==> config.mk <==
export PLATFORM = sky130hd
export DESIGN_NAME = adc_capture
export DESIGN_NICKNAME = d
export VERILOG_FILES = /design/src/hdl/adc_cfg_pkg.sv /design/src/hdl/adc_regs_pkg.sv /design/src/hdl/adc_capture.sv /design/src/hdl/adc_deserialise.sv /design/src/hdl/adc_fcsample.sv /design/src/hdl/adc_retime.sv /design/src/hdl/adc_wb_regs.sv
export SDC_FILE = /design/constraint.sdc
export NUM_CORES = 1
export LEC_CHECK = 0
export ABC_AREA = 1
export CORE_MARGIN = 2
export CORE_UTILIZATION = 35
export CTS_CLUSTER_SIZE = 30
export DETAILED_ROUTE_END_ITERATION = 6
export DONT_BUFFER_PORTS = 1
export HOLD_SLACK_MARGIN = 0.12
export SKIP_CTS_REPAIR_TIMING = 1
export SYNTH_ARGS = -nofsm -noshare
export SYNTH_HDL_FRONTEND = slang
export SYNTH_HIERARCHICAL = 1
export SYNTH_SLANG_ARGS = --single-unit
==> constraint.sdc <==
create_clock -name clk -period 5 [get_ports clk]
set_input_delay 1 -clock clk [delete_from_list [all_inputs] [get_ports clk]]
set_output_delay 1 -clock clk [all_outputs]
set_load 0.01 [all_outputs]
==> src/hdl/adc_cfg_pkg.sv <==
package adc_cfg_pkg;

  // ~~~~~~~~~~~~~~~~~~~~~~~~~~~~~~~~~~~~~~~~~~~~~~~~~~~~~~~~~~~~~~~~~~~~~~~~~
  // frame format
  // ~~~~~~~~~~~~~~~~~~~~~~~~~~~~~~~~~~~~~~~~~~~~~~~~~~~~~~~~~~~~~~~~~~~~~~~~~

  // clk cycles per frame, two bits per cycle from the ddr pair
  localparam int FRAME_CYCLES = 6;

  // one sample per lane per frame, msb first
  localparam int SAMPLE_BITS = 2 * FRAME_CYCLES;

  // ~~~~~~~~~~~~~~~~~~~~~~~~~~~~~~~~~~~~~~~~~~~~~~~~~~~~~~~~~~~~~~~~~~~~~~~~~
  // types
  // ~~~~~~~~~~~~~~~~~~~~~~~~~~~~~~~~~~~~~~~~~~~~~~~~~~~~~~~~~~~~~~~~~~~~~~~~~

  // one adc sample
  typedef logic [SAMPLE_BITS-1:0] sample_t;

  // frame clock history, oldest bit in the msb
  typedef logic [SAMPLE_BITS-1:0] fc_hist_t;

  // history seen when the sampler is lined up with the frame:
  // high for the first six bits, low for the last six
  localparam fc_hist_t FC_ALIGNED = {
    {FRAME_CYCLES{1'b1}},
    {FRAME_CYCLES{1'b0}}
  };

endpackage

==> src/hdl/adc_regs_pkg.sv <==
package adc_regs_pkg;

  // wishbone widths
  typedef logic [7:0]  wb_adr_t;
  typedef logic [31:0] wb_dat_t;

  // ~~~~~~~~~~~~~~~~~~~~~~~~~~~~~~~~~~~~~~~~~~~~~~~~~~~~~~~~~~~~~~~~~~~~~~~~~
  // register map, byte offsets
  // ~~~~~~~~~~~~~~~~~~~~~~~~~~~~~~~~~~~~~~~~~~~~~~~~~~~~~~~~~~~~~~~~~~~~~~~~~

  // sticky fifo flags, write 1 to clear
  localparam wb_adr_t REG_STATUS = 8'h00;

  // capture enable per chip
  localparam wb_adr_t REG_CTRL = 8'h04;

  // frame clock history of chip n at base + 4*n
  localparam wb_adr_t REG_FC_BASE = 8'h10;

  // status word layout
  localparam int STATUS_OF_LSB = 0;
  localparam int STATUS_UF_LSB = 8;

endpackage

==> src/hdl/adc_capture.sv <==
module adc_capture #(
  parameter int NUM_ADC    = 2,
  parameter int LANES      = 4,
  parameter int FIFO_DEPTH = 8
) (
  input  logic                                     clk,
  input  logic                                     rst,
  input  logic [NUM_ADC*LANES-1:0]                 in_rise,
  input  logic [NUM_ADC*LANES-1:0]                 in_fall,
  input  logic [NUM_ADC-1:0]                       fc_rise,
  input  logic [NUM_ADC-1:0]                       fc_fall,
  input  logic [NUM_ADC-1:0]                       data_rd,
  output adc_cfg_pkg::sample_t [NUM_ADC*LANES-1:0] adc_data,
  output logic [NUM_ADC-1:0]                       adc_dout_vld,
  input  logic                                     wb_cyc,
  input  logic                                     wb_stb,
  input  logic                                     wb_we,
  input  adc_regs_pkg::wb_adr_t                    wb_adr,
  input  adc_regs_pkg::wb_dat_t                    wb_dat_w,
  output adc_regs_pkg::wb_dat_t                    wb_dat_r,
  output logic                                     wb_ack
);

  import adc_cfg_pkg::*;

  sample_t [NUM_ADC*LANES-1:0] par_data;
  fc_hist_t [NUM_ADC-1:0]      fc_sampled;
  logic [NUM_ADC-1:0]          par_vld;
  logic [NUM_ADC-1:0]          fifo_of;
  logic [NUM_ADC-1:0]          fifo_uf;
  logic [NUM_ADC-1:0]          of_clr;
  logic [NUM_ADC-1:0]          uf_clr;
  logic [NUM_ADC-1:0]          cap_en;

  // per chip: deserialiser -> retime fifo, plus the frame clock sampler
  for (genvar g = 0; g < NUM_ADC; g++) begin : g_chip

    adc_deserialise #(
      .LANES (LANES)
    ) adc_deserialise_inst (
      .clk         (clk),
      .rst         (rst),
      .serial_rise (in_rise[g*LANES +: LANES]),
      .serial_fall (in_fall[g*LANES +: LANES]),
      .fclk_rise   (fc_rise[g]),
      .fclk_fall   (fc_fall[g]),
      .pout        (par_data[g*LANES +: LANES]),
      .pvld        (par_vld[g])
    );

    adc_fcsample adc_fcsample_inst (
      .clk        (clk),
      .rst        (rst),
      .fc_rise    (fc_rise[g]),
      .fc_fall    (fc_fall[g]),
      .fc_sampled (fc_sampled[g])
    );

    adc_retime #(
      .LANES      (LANES),
      .FIFO_DEPTH (FIFO_DEPTH)
    ) adc_retime_inst (
      .clk      (clk),
      .rst      (rst),
      .din      (par_data[g*LANES +: LANES]),
      .dvld     (par_vld[g]),
      .cap_en   (cap_en[g]),
      .data_rd  (data_rd[g]),
      .dout     (adc_data[g*LANES +: LANES]),
      .dout_vld (adc_dout_vld[g]),
      .fifo_of  (fifo_of[g]),
      .fifo_uf  (fifo_uf[g]),
      .of_clr   (of_clr[g]),
      .uf_clr   (uf_clr[g])
    );

  end

  adc_wb_regs #(
    .NUM_ADC (NUM_ADC)
  ) adc_wb_regs_inst (
    .clk        (clk),
    .rst        (rst),
    .wb_cyc     (wb_cyc),
    .wb_stb     (wb_stb),
    .wb_we      (wb_we),
    .wb_adr     (wb_adr),
    .wb_dat_w   (wb_dat_w),
    .wb_dat_r   (wb_dat_r),
    .wb_ack     (wb_ack),
    .fc_sampled (fc_sampled),
    .fifo_of    (fifo_of),
    .fifo_uf    (fifo_uf),
    .of_clr     (of_clr),
    .uf_clr     (uf_clr),
    .cap_en     (cap_en)
  );

endmodule

==> src/hdl/adc_deserialise.sv <==
module adc_deserialise #(
  parameter int LANES = 4
) (
  input  logic                             clk,
  input  logic                             rst,
  input  logic [LANES-1:0]                 serial_rise,
  input  logic [LANES-1:0]                 serial_fall,
  input  logic                             fclk_rise,
  input  logic                             fclk_fall,
  output adc_cfg_pkg::sample_t [LANES-1:0] pout,
  output logic                             pvld
);

  import adc_cfg_pkg::*;

  sample_t [LANES-1:0] shreg;
  logic                fclk_fall_q;
  logic                armed;
  logic                boundary;

  // a new frame starts when the frame clock goes high between two bit pairs,
  // i.e. rise bit high right after a low fall bit
  assign boundary = fclk_rise & ~fclk_fall_q;

  // ~~~~~~~~~~~~~~~~~~~~~~~~~~~~~~~~~~~~~~~~~~~~~~~~~~~~~~~~~~~~~~~~~~~~~~~~~
  // data path
  // ~~~~~~~~~~~~~~~~~~~~~~~~~~~~~~~~~~~~~~~~~~~~~~~~~~~~~~~~~~~~~~~~~~~~~~~~~

  // two bits per cycle, rise bit is the earlier (more significant) one
  always_ff @(posedge clk) begin
    for (int i = 0; i < LANES; i++) begin
      shreg[i] <= {shreg[i][SAMPLE_BITS-3:0], serial_rise[i], serial_fall[i]};
    end
  end

  // at a boundary the shift registers still hold the finished frame
  always_ff @(posedge clk) begin
    if (boundary) begin
      pout <= shreg;
    end
  end

  // ~~~~~~~~~~~~~~~~~~~~~~~~~~~~~~~~~~~~~~~~~~~~~~~~~~~~~~~~~~~~~~~~~~~~~~~~~
  // framing control
  // ~~~~~~~~~~~~~~~~~~~~~~~~~~~~~~~~~~~~~~~~~~~~~~~~~~~~~~~~~~~~~~~~~~~~~~~~~

  always_ff @(posedge clk) begin
    if (rst) begin
      // starts high so a frame clock already high after reset is not
      // taken as a frame start
      fclk_fall_q <= 1'b1;
      armed       <= 1'b0;
      pvld        <= 1'b0;
    end else begin
      fclk_fall_q <= fclk_fall;
      // first boundary only arms, the bits before it are a partial frame
      pvld        <= boundary & armed;
      if (boundary) begin
        armed <= 1'b1;
      end
    end
  end

endmodule

==> src/hdl/adc_fcsample.sv <==
module adc_fcsample (
  input  logic                  clk,
  input  logic                  rst,
  input  logic                  fc_rise,
  input  logic                  fc_fall,
  output adc_cfg_pkg::fc_hist_t fc_sampled
);

  import adc_cfg_pkg::*;

  // running history of the frame clock, one ddr pair per cycle.
  // software looks at where the ones sit to find the frame phase
  always_ff @(posedge clk) begin
    if (rst) begin
      fc_sampled <= '0;
    end else begin
      // rise bit is older than the fall bit of the same cycle
      fc_sampled <= {fc_sampled[SAMPLE_BITS-3:0], fc_rise, fc_fall};
    end
  end

endmodule

==> src/hdl/adc_retime.sv <==
module adc_retime #(
  parameter int LANES      = 4,
  parameter int FIFO_DEPTH = 8
) (
  input  logic                             clk,
  input  logic                             rst,
  input  adc_cfg_pkg::sample_t [LANES-1:0] din,
  input  logic                             dvld,
  input  logic                             cap_en,
  input  logic                             data_rd,
  output adc_cfg_pkg::sample_t [LANES-1:0] dout,
  output logic                             dout_vld,
  output logic                             fifo_of,
  output logic                             fifo_uf,
  input  logic                             of_clr,
  input  logic                             uf_clr
);

  import adc_cfg_pkg::*;

  localparam int PTR_W = $clog2(FIFO_DEPTH);

  // one word holds a whole frame, all lanes side by side
  sample_t [LANES-1:0] mem [FIFO_DEPTH];

  logic [PTR_W-1:0] wr_ptr;
  logic [PTR_W-1:0] rd_ptr;
  logic [PTR_W:0]   count;
  logic             full;
  logic             empty;
  logic             wr_req;
  logic             do_wr;
  logic             do_rd;

  assign full   = (count == (PTR_W + 1)'(FIFO_DEPTH));
  assign empty  = (count == '0);
  assign wr_req = dvld & cap_en;
  // no back-pressure toward the adc, a full fifo drops the frame
  assign do_wr  = wr_req & ~full;
  assign do_rd  = data_rd & ~empty;

  // ~~~~~~~~~~~~~~~~~~~~~~~~~~~~~~~~~~~~~~~~~~~~~~~~~~~~~~~~~~~~~~~~~~~~~~~~~
  // storage
  // ~~~~~~~~~~~~~~~~~~~~~~~~~~~~~~~~~~~~~~~~~~~~~~~~~~~~~~~~~~~~~~~~~~~~~~~~~

  always_ff @(posedge clk) begin
    if (do_wr) begin
      mem[wr_ptr] <= din;
    end
    if (do_rd) begin
      dout <= mem[rd_ptr];
    end
  end

  // ~~~~~~~~~~~~~~~~~~~~~~~~~~~~~~~~~~~~~~~~~~~~~~~~~~~~~~~~~~~~~~~~~~~~~~~~~
  // pointers, level and flags
  // ~~~~~~~~~~~~~~~~~~~~~~~~~~~~~~~~~~~~~~~~~~~~~~~~~~~~~~~~~~~~~~~~~~~~~~~~~

  always_ff @(posedge clk) begin
    if (rst) begin
      wr_ptr   <= '0;
      rd_ptr   <= '0;
      count    <= '0;
      dout_vld <= 1'b0;
      fifo_of  <= 1'b0;
      fifo_uf  <= 1'b0;
    end else begin
      dout_vld <= do_rd;
      // depth is a power of two so the pointers wrap on their own
      if (do_wr) begin
        wr_ptr <= wr_ptr + 1'b1;
      end
      if (do_rd) begin
        rd_ptr <= rd_ptr + 1'b1;
      end
      case ({do_wr, do_rd})
        2'b10:   count <= count + 1'b1;
        2'b01:   count <= count - 1'b1;
        default: count <= count;
      endcase
      // a new event in the clear cycle wins over the clear
      if (wr_req && full) begin
        fifo_of <= 1'b1;
      end else if (of_clr) begin
        fifo_of <= 1'b0;
      end
      if (data_rd && empty) begin
        fifo_uf <= 1'b1;
      end else if (uf_clr) begin
        fifo_uf <= 1'b0;
      end
    end
  end

endmodule

==> src/hdl/adc_wb_regs.sv <==
module adc_wb_regs #(
  parameter int NUM_ADC = 2
) (
  input  logic                                  clk,
  input  logic                                  rst,
  input  logic                                  wb_cyc,
  input  logic                                  wb_stb,
  input  logic                                  wb_we,
  input  adc_regs_pkg::wb_adr_t                 wb_adr,
  input  adc_regs_pkg::wb_dat_t                 wb_dat_w,
  output adc_regs_pkg::wb_dat_t                 wb_dat_r,
  output logic                                  wb_ack,
  input  adc_cfg_pkg::fc_hist_t [NUM_ADC-1:0]   fc_sampled,
  input  logic [NUM_ADC-1:0]                    fifo_of,
  input  logic [NUM_ADC-1:0]                    fifo_uf,
  output logic [NUM_ADC-1:0]                    of_clr,
  output logic [NUM_ADC-1:0]                    uf_clr,
  output logic [NUM_ADC-1:0]                    cap_en
);

  import adc_regs_pkg::*;

  wb_dat_t rd_mux;
  logic    acc;
  logic    status_wr;
  logic    ctrl_wr;

  // one access per strobe, the ack cycle itself is not a new request
  assign acc       = wb_cyc & wb_stb & ~wb_ack;
  assign status_wr = acc & wb_we & (wb_adr == REG_STATUS);
  assign ctrl_wr   = acc & wb_we & (wb_adr == REG_CTRL);

  // write-1-to-clear, the flags drop at the same edge as the ack
  assign of_clr = status_wr ? wb_dat_w[STATUS_OF_LSB +: NUM_ADC] : '0;
  assign uf_clr = status_wr ? wb_dat_w[STATUS_UF_LSB +: NUM_ADC] : '0;

  // ~~~~~~~~~~~~~~~~~~~~~~~~~~~~~~~~~~~~~~~~~~~~~~~~~~~~~~~~~~~~~~~~~~~~~~~~~
  // read decode
  // ~~~~~~~~~~~~~~~~~~~~~~~~~~~~~~~~~~~~~~~~~~~~~~~~~~~~~~~~~~~~~~~~~~~~~~~~~

  always_comb begin
    // unmapped addresses read as zero
    rd_mux = '0;
    if (wb_adr == REG_STATUS) begin
      rd_mux[STATUS_OF_LSB +: NUM_ADC] = fifo_of;
      rd_mux[STATUS_UF_LSB +: NUM_ADC] = fifo_uf;
    end else if (wb_adr == REG_CTRL) begin
      rd_mux[NUM_ADC-1:0] = cap_en;
    end
    for (int i = 0; i < NUM_ADC; i++) begin
      if (wb_adr == wb_adr_t'(REG_FC_BASE + 4 * i)) begin
        rd_mux = wb_dat_t'(fc_sampled[i]);
      end
    end
  end

  // ~~~~~~~~~~~~~~~~~~~~~~~~~~~~~~~~~~~~~~~~~~~~~~~~~~~~~~~~~~~~~~~~~~~~~~~~~
  // bus response and control register
  // ~~~~~~~~~~~~~~~~~~~~~~~~~~~~~~~~~~~~~~~~~~~~~~~~~~~~~~~~~~~~~~~~~~~~~~~~~

  // read data lands together with the ack
  always_ff @(posedge clk) begin
    if (acc) begin
      wb_dat_r <= rd_mux;
    end
  end

  always_ff @(posedge clk) begin
    if (rst) begin
      wb_ack <= 1'b0;
      // all chips capture out of reset
      cap_en <= '1;
    end else begin
      wb_ack <= acc;
      if (ctrl_wr) begin
        cap_en <= wb_dat_w[NUM_ADC-1:0];
      end
    end
  end

endmodule

# Yosys cells after proc, flatten, opt, wreduce, memory -nomap -nowiden
# Memory sizes are Yosys's and may differ from the RTL's. A register that Yosys moved wholly into a read port is not among the register bits.
# Index checks and enable logic that the tools add are counted.
# word_totals
input_bits	67
output_inout_bits	131
elab_cells	115
memories	2
ff_bits	283
ramBits	768
# classes
n_eq_ne	9
n_mux	21
n_addsub	8
bitwise_logic	22
n_reduce_logical	13
# memory_table
name	words	width	rd	rd_clocked_by_memory_dff	wr	line	rtl
g_chip[0].adc_retime_inst.mem	8	48	1	1	1	adc_retime.sv:24	sample_t [LANES-1:0] mem [FIFO_DEPTH];
g_chip[1].adc_retime_inst.mem	8	48	1	1	1	adc_retime.sv:24	
# op_table
operator	count
12-bit 2-to-1 mux	2
8-bit by 5-bit == test with 1-bit output, second input constant	2
4-bit case mux with 2 select lines	2
1-bit bitwise AND	15
3-bit by 1-bit adder with 3-bit output, second input constant	4
1-bit 2-to-1 mux	12
2-bit nonzero test	6
2-bit 2-to-1 mux	5
4-bit by 1-bit adder with 4-bit output, second input constant	2
4-bit == test, second input constant	2
8-bit by 3-bit == test with 1-bit output, second input constant	1
4-bit zero test	2
8-bit zero test	1
4-bit by 1-bit subtractor with 4-bit output, second input constant	2
1-bit NOT	7
2-bit by 1-bit == test with 1-bit output, second input constant	2
2-bit == test, second input constant	2
1-bit logical AND	4

# Depth between registers and ports, before layout
# Gate-level depths: netlist (run 1).
# depth
ltp_word	7
ltp_mapped	14
mapped_depth_nobuf	14

# Hierarchy
# The synthesis (run 1) kept the hierarchy.
# by_module_without_submodules
module	n_inst	seq_area_each_um2	cells_each	area_per_inst_um2
adc_retime	2	13232.7	1229	17055.1
adc_deserialise	2	2462.4	108	2499.9
adc_wb_regs	1	420.4	129	1036.0
adc_fcsample	2	240.2	37	341.6

# Worst setup path after synthesis (run 1)
# No wires, ideal clock.
# synth_timing
path_type	input-to-reg
start	input data_rd[0]
end	register g_chip[0].adc_retime_inst.count[2]
slack_ns	1.669
t_arrival_ns	3.216
setup_ns	0.115
n_path_buf	0
t_required_ns	4.885
stages	11
path_cell_list	nand2_1 > inv_1 > ha_1 > nand2_1 > inv_1 > nor2_1 > ha_1 > a21oi_1 > xnor2_1 > o21ai_0 > inv_1
# synth_between
elab_chain_len	3
word_cells_on_any_way	5
cone_classes	2 x eq/ne; 1 x mux; 1 x bitwise; 1 x reduce/logical
# synth_lines
item	line	rtl
start, declared	adc_capture.sv:12	input logic [NUM_ADC-1:0] data_rd,
1-bit bitwise AND (*)	adc_retime.sv:40	assign do_rd = data_rd & ~empty;
named net g_chip[0].adc_retime_inst.do_rd	adc_retime.sv:33	logic do_rd;
2-bit by 1-bit == test with 1-bit output / 2-bit == test (equally long branches)	adc_retime.sv:76	case ({do_wr, do_rd})
4-bit case mux with 2 select lines / 2-bit nonzero test (equally long branches)	n/a	
end signal, assigned	adc_retime.sv:77	2'b10: count <= count + 1'b1;
end signal, assigned	adc_retime.sv:78	2'b01: count <= count - 1'b1;
end signal, assigned	adc_retime.sv:79	default: count <= count;
end, declared	adc_retime.sv:28	logic [PTR_W:0] count;
# Mark *: on every way through the listed nets, which the timed path passes. The rest lies on a longest branch.
# A chain may end at the register's enable or synchronous reset.

# Worst setup path after layout (run 1)
# layout_timing
start	register g_chip[1].adc_retime_inst.count[1]
end	memory g_chip[1].adc_retime_inst/mem[7][21] (netlist name), enable pin
# layout_between
elab_chain_len	5
# layout_lines
item	line	rtl
start, declared	adc_retime.sv:28	
start signal, assigned	adc_retime.sv:77	
start signal, assigned	adc_retime.sv:78	
start signal, assigned	adc_retime.sv:79	
4-bit == test	adc_retime.sv:35	assign full = (count == (PTR_W + 1)'(FIFO_DEPTH));
1-bit NOT	adc_retime.sv:39	assign do_wr = wr_req & ~full;
1-bit bitwise AND	adc_retime.sv:39	
1-bit 2-to-1 mux	adc_retime.sv:47	if (do_wr) begin
1-bit 2-to-1 mux (implied by the code)	adc_retime.sv:48	mem[wr_ptr] <= din;
end, declared	adc_retime.sv:24	
# Every way passes these cells.

==> results of run 1 <==
==> state kept, by name, summed over array words and instances, names as in the netlist, 6 cells and up <==
register and count:
g_chip.adc_retime_inst/rd_ptr 6, adc_wb_regs_inst/wb_dat_r 12, g_chip.adc_deserialise_inst/shreg 96, g_chip.adc_deserialise_inst/pout 96, g_chip.adc_retime_inst/dout 96, g_chip.adc_fcsample_inst/fc_sampled 24, g_chip.adc_retime_inst/count 8, g_chip.adc_retime_inst/wr_ptr 6
g_chip.adc_retime_inst/mem 768
==> cells in the mapped netlist (18+ instances only) <==
cell type | number | area [sq um]
a21oi_1 | 18 | 90.1
buf_2 | 36 | 180
buf_4 | 20 | 150
clkbuf_1 | 82 | 308
dfxtp_1 | 155 | 3100
edfxtp_1 | 972 | 29200
inv_1 | 80 | 300
mux2i_1 | 96 | 961
nand2_1 | 379 | 1420
nand3_1 | 26 | 130
nor2_1 | 451 | 1690
o21ai_0 | 318 | 1590
o21ai_1 | 74 | 370
o22ai_1 | 96 | 601
==> worst reg2reg max path: cells and delay by family (launching register included) <==
kind,cells,cell delay [ns]
buffers and inverters,2,0.79
flip-flops,1,0.39
AND/OR/NAND/NOR,5,1.23
==> power groups by stage <==
stage | clock network (mW) | registers, mW | logic, mW
2_1_floorplan | 0 | 11.3 | 2.61
3_3_place_gp | 0 | 11.5 | 3.22
3_5_place_dp | 0 | 11.5 | 3.24
4_1_cts | 8.98 | 11.3 | 3.26
5_1_grt | 9.36 | 11.4 | 3.64
6_report | 8.78 | 11.3 | 3.20
==> through the flow <==
step	hold WS, ns	power (mW)	setup slack (ns)
after detailed placement	0.334	14.8	2.16
after global routing	0.259	24.4	1.96
after floorplan	0.327	14.0	1.67
final	0.299	23.3	2.19
after CTS	0.229	23.6	2.13
after global placement	0.330	14.7	2.17
==> per-layer routing <==
layer | up-vias | GRT usage (%) | wire (um)
met5 | - | 0 | 0
met4 | 0 | 4.95 | 1960
met3 | 113 | 2.60 | 4270
met2 | 507 | 21.4 | 38500
met1 | 10600 | 19.0 | 38200
li1 | 10300 | - | -
==> layout make-up <==
| cell class | count | share of cell area [%] |
|---|---|---|
| Clock buffer | 145 | 6.85 |
| Clock inverter | 67 | 1.70 |
| Inverter | 86 | 0.718 |
| Multi-Input combinational cell | 1524 | 16.1 |
| Sequential cell | 1127 | 69.7 |
| Tap cell | 1524 | 4.12 |
| Timing Repair Buffer | 41 | 0.745 |
==> cell families after synthesis <==
logic type	Yosys count	share of synthesized area, %
flip-flops	1127	79.1
AND/OR/NAND/NOR	884	8.51
AO/OA/AOI/OAI	508	6.53
buffers and inverters	245	3.07
multiplexers	96	2.35
adder cells (fa/ha/maj)	10	0.306
XOR/XNOR	6	0.129
other	1	0.00918
==> worst paths after layout <==
kind | startpoint | depth (start not counted) | endpoint | slack [ns]
min reg2reg | g_chip[0].adc_deserialise_inst/shreg[6] | 0 | g_chip[0].adc_deserialise_inst/shreg[8] | 0.34
max reg2reg | g_chip[1].adc_retime_inst/count[1] | 7 | g_chip[1].adc_retime_inst/mem[7][21] | 2.19
min | in_fall[2] | 0 | g_chip[0].adc_deserialise_inst/shreg[24] | 0.30
max | g_chip[1].adc_retime_inst/count[1] | 7 | g_chip[1].adc_retime_inst/mem[7][21] | 2.19
==> results list, run 1 <==
* Type of the setup path with the least slack: flip-flop to flip-flop
- Detail Route Antenna Nets: 0
- Leading cell types in the layout, fill and taps excluded: edfxtp_1 (972), nor2_1 (435), nand2_1 (379)
- DR pass1 iterations: 5
- Post-synth cell types: 32
* Overall via count from detail_route: 21600
- Maximum Capacitance Violations: 0
* Sinks on the clock net: 1127
- FILL cells: 10500
* Nets: 2968
* Endpoints failing setup: 0
- Detailed placer's ending HPWL: 43000 um
- Peak clock frequency supported by timing: 355 MHz
* Number of levels in the clock H-tree: 3
* Post-synthesis cell count: 2877
- Boundary pin count: 198
* Cell repeated most along the worst path: nor2_1
- After the first detailed-routing iteration, the DRC count stood at 2034.
- VDD sags by at most 0.649 mV.
* Time the worst path needs with I/O delays and setup: 2.81 ns
* Element type at the critical path start: flip-flop
- Required time reported for the critical path endpoint: 5.33 ns
- Area of the multi-input gates: 7480 sq um
- Switching power of the nets: 6.25 mW
- Counting the buffers created by CTS gives 111.
* Clock network latency to the later pin of the worst-skew pair: 0.73 ns
- Site Rows: 125
- Wire length of the first global-routing pass: 126000 um
- Netlist Area Pre-Place: 40800 sq um
- Vias in the first global route: 20800
- Post-Place Cells: 4302
* Worst-path cell with the longest stage delay: nor2_4
* Port-buffer cells: 0
* Worst-Margin Slew: 1.16 ns
- Final clock skew: 0.0296 ns
* Share of async-settable or async-resettable flops after synthesis: 0%
- Power per Cell Area: 503 nW/um^2
* Average footprint of a synthesized cell: 14.2 sq um
- During synthesis, Yosys emitted a total of 6 warnings.
- The largest single stage delay on the critical path is 0.71 ns.
- The number of buffers and inverters on the critical path is 2.
- Number of synthesized flops with an enable pin: 972
- After routing, the total negative slack on setup checks comes to 0 ns.
- Placeable core area: 116000 sq um
- Initial standard-cell utilization of the core: 35.2%
- Of the total power, combinational logic draws 13.7%.
- The finished cells cover 46300 sq um.
- Leakage power total: 15.5 nW
- TritonCTS built the clock tree.
- In this run the horizontal extent of the chip is 346 um.
- Ordered cell list for the critical path: nor2_1, nand3_1, nand2_1, nor2_1, inv_1, nor2_4, buf_4
* Fraction of layout cells with a size suffix above 1: 9.10%
- Sequential-to-total area share from yosys stat: 79.1%
- Maximum fanout along the worst path: 29
* Antenna violations before repair: 1
* Synth-to-Final Area Change: 13.5%
* Internal power: 17.0 mW
- Number of pins with negative max-slew slack in the final report: 0
- RSZ-0062 raised after global routing: no
* Worst slew margin relative to its limit: 22.5%
* Clock network power share: 37.7%
- Post-layout utilization of the core: 40.0%
- STA classifies the critical path endpoint as a flip-flop.
- Antenna Cells: 0
* Vias per Instance: 4.78
- Leaving out fill and tap cells, the most frequent cell in the layout is edfxtp_1.
* Post-synthesis sequential element count: 1127
* Total gr overflow: 0
- Among all flip-flop cells after synthesis, the most frequent one is edfxtp_1.
* Routability Congestion: 0.709
- Post-route DRC violation count: 0
- Die outline area: 119000 sq um
* Share of total power in sequential cells: 48.6%
- The placed instances occupy a cell area of 42400 sq um.
- Register area: 32300 sq um
* Number of hold-slack violations in the final timing report: 0
* Share of the clock period used by the worst path after layout: 56.3%
- Number of non-filler instances in the completed layout: 4514
- After detailed routing, the average wire length per cell comes to 18.4 um.
* Post-Route WL: 82900 um
- The floorplan step set the die height to 346 um.
- The worst hold path belongs to the class input port to flip-flop.
* Kind of cell adding the most delay to the critical path: simple AND/OR/NAND/NOR gates
* Arrival time at the worst endpoint: 3.15 ns
- The run finished with clean final reports.
* Root cell of the clock tree: clkbuf_16
- Clock input transition at the sequential cells of the worst setup and hold paths: 0.06 ns
* Pin count of the biggest net entering global routing: 195
- Sw Share: 26.8%
* Buffer levels on the longest clock path: 3
- Global Route Usage Sum: 13.7%
(Power assumes the default switching activity.)
==> run 2, diff against run 1 <==
--- a/config.mk
+++ b/config.mk
@@ -5,7 +5,7 @@
 export SDC_FILE = /design/constraint.sdc
 export NUM_CORES = 1
 export LEC_CHECK = 0
-export ABC_AREA = 1
+export ABC_AREA = 0
 export CORE_MARGIN = 2
 export CORE_UTILIZATION = 35
 export CTS_CLUSTER_SIZE = 30
==> constraint.sdc (replaced) <==
create_clock -name clk -period 2.6 [get_ports clk]
set_input_delay 0.52 -clock clk [delete_from_list [all_inputs] [get_ports clk]]
set_output_delay 0.52 -clock clk [all_outputs]
set_load 0.01 [all_outputs]
==> results list, run 2 <==
* Port-buffer cells: 0 (unchanged)
- Arrival time at the worst endpoint: 3.06 ns (-0.09 ns)
- The number of antenna violations at the first check in global routing is 2 (+1).
* Min-delay worst type: input port to flip-flop
- The tightest slew margin relative to the limit is 46.7% (+24 points).
* Leading cell type by number of instances after synthesis: edfxtp_1
- The area fraction of the dominant cell type after synthesis came to 73.0% (+1.5 points).
* Netlist Area Pre-Place: 40000 sq um (-2.1%)
- Peak clock frequency supported by timing: 404 MHz (+14%)
* Antenna Cells: 0 (unchanged)
- Time the worst path needs with I/O delays and setup: 2.48 ns (-0.338 ns)
* Detail Route Antenna Nets: 0 (unchanged)
* Commonest non-fill, non-tap cell in the layout: edfxtp_1
- Post-synthesis sequential element count: 1127 (unchanged)
* Clock input transition at the sequential cells of the worst setup and hold paths: 0.07 ns (about the same)
- Placeable core area: 114000 sq um (-1.7%)
- The number of distinct library cells after synthesis was 50 (+56%).
- Final clock skew: 0.0734 ns (+0.0438 ns)
- The detailed-router iteration count before antenna repair was 4 (-1).
- Die outline area: 117000 sq um (-2.0%)
- Wire length of the first global-routing pass: 109000 um (-13%)
* Worst-Margin Slew: 0.800 ns (-0.363 ns)
* VDD IR max: 0.547 mV (-16%)
* Post-Route WL: 73700 um (-11%)
- Register with the most flip-flops: g_chip.adc_retime_inst/mem
- The final core utilization was 41.0% (+1.0 points).
- The number of flip-flops in the largest register came to 768 (unchanged).
- Nets: 1925 (-35%)
- The height of the chip is 342 um (-1.0%).
- The number of setup violations in the final report is 0 (unchanged).
* Number of warnings printed during yosys synthesis: 6 (unchanged)
- The number of ports placed on the die boundary was 198 (unchanged).
* Dominant cell type by area after synthesis: edfxtp_1
* CP Capture Type: flip-flop
- Post-synthesis cell count: 1720 (-40%)
- Cells on Worst Hold Path: 2 (+2)
- The final count of hold timing violations is 0 (unchanged).
* DR WL/cell: 21.3 um (+16%)
- The last weighted congestion value of the routability-driven placer was 0.729 (+2.9%).
- Total gr overflow: 0 (unchanged)
- The final clock period utilization by the worst path is 95.3% (+39 points).
- The power per cell area was 780 nW/um^2 (+55%).
* Site Rows: 124 (-0.80%)
- The routed via count is 16500 (-24%).
* Maximum Capacitance Violations: 0 (unchanged)
- By area the synthesized netlist is led by edfxtp_1 (73%), mux4_2 (11%), dfxtp_1 (7.8%).
* Number of levels in the clock H-tree: 3 (unchanged)
- STA classifies the critical path startpoint as a flip-flop.
- The number of synthesized flops with an enable pin was 972 (unchanged).
- Beginning of the worst hold path: wb_cyc
- Power consumption: 36.5 mW (+57%)
* Post-route DRC violation count: 0 (unchanged)
* Leakage power total: 14.6 nW (-6.2%)
* Root cell of the clock tree: clkbuf_16
* Share of async-settable or async-resettable flops after synthesis: 0% (unchanged)
- Required time reported for the critical path endpoint: 3.18 ns (-2.15 ns)
* Chip width: 342 um (-1.0%)
* Vias in the first global route: 17400 (-16%)
- Clock network latency to the later pin of the worst-skew pair: 0.71 ns (-0.02 ns)
- The maximum number of pins on one net before global-route repair was 99 (-49%).
- The total clock buffers created by CTS is 110 (-0.90%).
- Global Route Usage Sum: 12.5% (-1.2 points)
- Commonest cells in the synthesized netlist: edfxtp_1 (972), mux4_2 (194), dfxtp_1 (155), mux2_4 (60), nor2_1 (41)
- Synth-to-Final Area Change: 16.8%
* Number of pins with negative max-slew slack in the final report: 0 (unchanged)
* Origin of the critical flop-to-flop path: g_chip[1].adc_retime_inst/count[3]
- The synthesized area per cell was 23.2 sq um (+64%).
- The number of fillers in the final layout was 9823 (-6.9%).
- The highest net fanout along the worst path is 5 (-83%).
* Sequential-to-total area share from yosys stat: 80.8% (+1.7 points)
- Buffer levels on the longest clock path: 3 (unchanged)
- The ratio of cells with drive above 1 in the final layout is 30.8% (+22 points).
* Result of the run: completed
- The number of sinks driven by the clock tree is 1127 (unchanged).
- RSZ-0062 raised after global routing: no
* Detailed placer's ending HPWL: 38500 um (-11%)
* Vias per Instance: 4.76 (-0.26%)
- The number of DRC violations after detailed-routing iteration 0 came to 1272 (-37%).
* Initial standard-cell utilization of the core: 35.1% (-0.12 points)
- Path depth of the worst reg2reg path: 9 (+2)
* Worst setup path startpoint: g_chip[1].adc_retime_inst/count[3]
- The worst setup path is of the flip-flop to flip-flop kind.
* Leading cell types in the layout, fill and taps excluded: edfxtp_1 (972), mux4_2 (194), dfxtp_1 (143)
- Commonest register cell after synthesis: edfxtp_1
- TritonCTS clock tree: done
[run 2: where the power goes]
part	switching (mW)	internal (mW)	total [mW]
combinational	0.154	0.153	0.307
clock	6.75	9.57	16.3
sequential	0.155	19.7	19.8
[run 2: final cells by class]
type / instances / area [sq um] / area share, %
Sequential cell: 1127 / 32300 / 69.2
Multi-Input combinational cell: 516 / 7420 / 15.9
Clock buffer: 148 / 3040 / 6.50
Tap cell: 1512 / 1890 / 4.05
Timing Repair Buffer: 82 / 1210 / 2.58
Clock inverter: 61 / 791 / 1.69
Inverter: 11 / 51.3 / 0.110
[run 2: per-stage QoR]
| stage | worst slack (ns) | cells | area [sq um] | TNS (ns) | hold slack [ns] |
|---|---|---|---|---|---|
| floorplan | -0.190 | 1739 | 40300 | -18.25 | 0.327 |
| global placement | 0.265 | 3219 | 42600 | 0 | 0.332 |
| detailed placement | 0.165 | 3219 | 42600 | 0 | 0.332 |
| CTS | 0.0706 | 3428 | 46400 | 0 | -0.229 |
| global route | 0.0682 | 3457 | 46700 | 0 | 0.124 |
| finish | 0.123 | 3457 | 46700 | 0 | 0.110 |
[run 2: per-layer routing]
layer | routed length [um] | track usage (%) | vias up | share of wire (%)
li1 | - | - | 7220 | -
met1 | 32400 | 16.7 | 8752 | 44
met2 | 36400 | 20.7 | 370 | 49
met3 | 3340 | 2.42 | 121 | 4.5
met4 | 1580 | 3.88 | 4 | 2.1
met5 | 27 | 0 | - | 0.037
[run 2: critical path: stages (launching register included)]
cell	delay, ns
dfxtp_1	0.39
o41ai_4	0.48
inv_4	0.07
ha_1	0.26
xor2_1	0.18
ha_1	0.21
a21oi_1	0.17
xor2_1	0.09
or3_1	0.32
a21oi_1	0.18
[run 2: logic make-up (layout without fill, tap and decap cells)]
| family | after synthesis | after routing | synth area share, % |
|---|---|---|---|
| buf+inv | 96 | 302 | 1.42 |
| xor+xnor | 14 | 14 | 0.307 |
| mux | 306 | 306 | 14.6 |
| other cells | 1 | 20 | 0.00938 |
| simple gates | 138 | 138 | 2.13 |
| flops | 1127 | 1127 | 80.8 |
| compound gates | 28 | 28 | 0.469 |
| fa+ha+maj | 10 | 10 | 0.313 |
[run 2: final timing paths]
check	end	slack, ns
max	g_chip[1].adc_retime_inst/count[2]	0.12
min	adc_wb_regs_inst/wb_ack	0.11
max reg2reg	g_chip[1].adc_retime_inst/count[2]	0.12
min reg2reg	g_chip[1].adc_deserialise_inst/shreg[7]	0.33
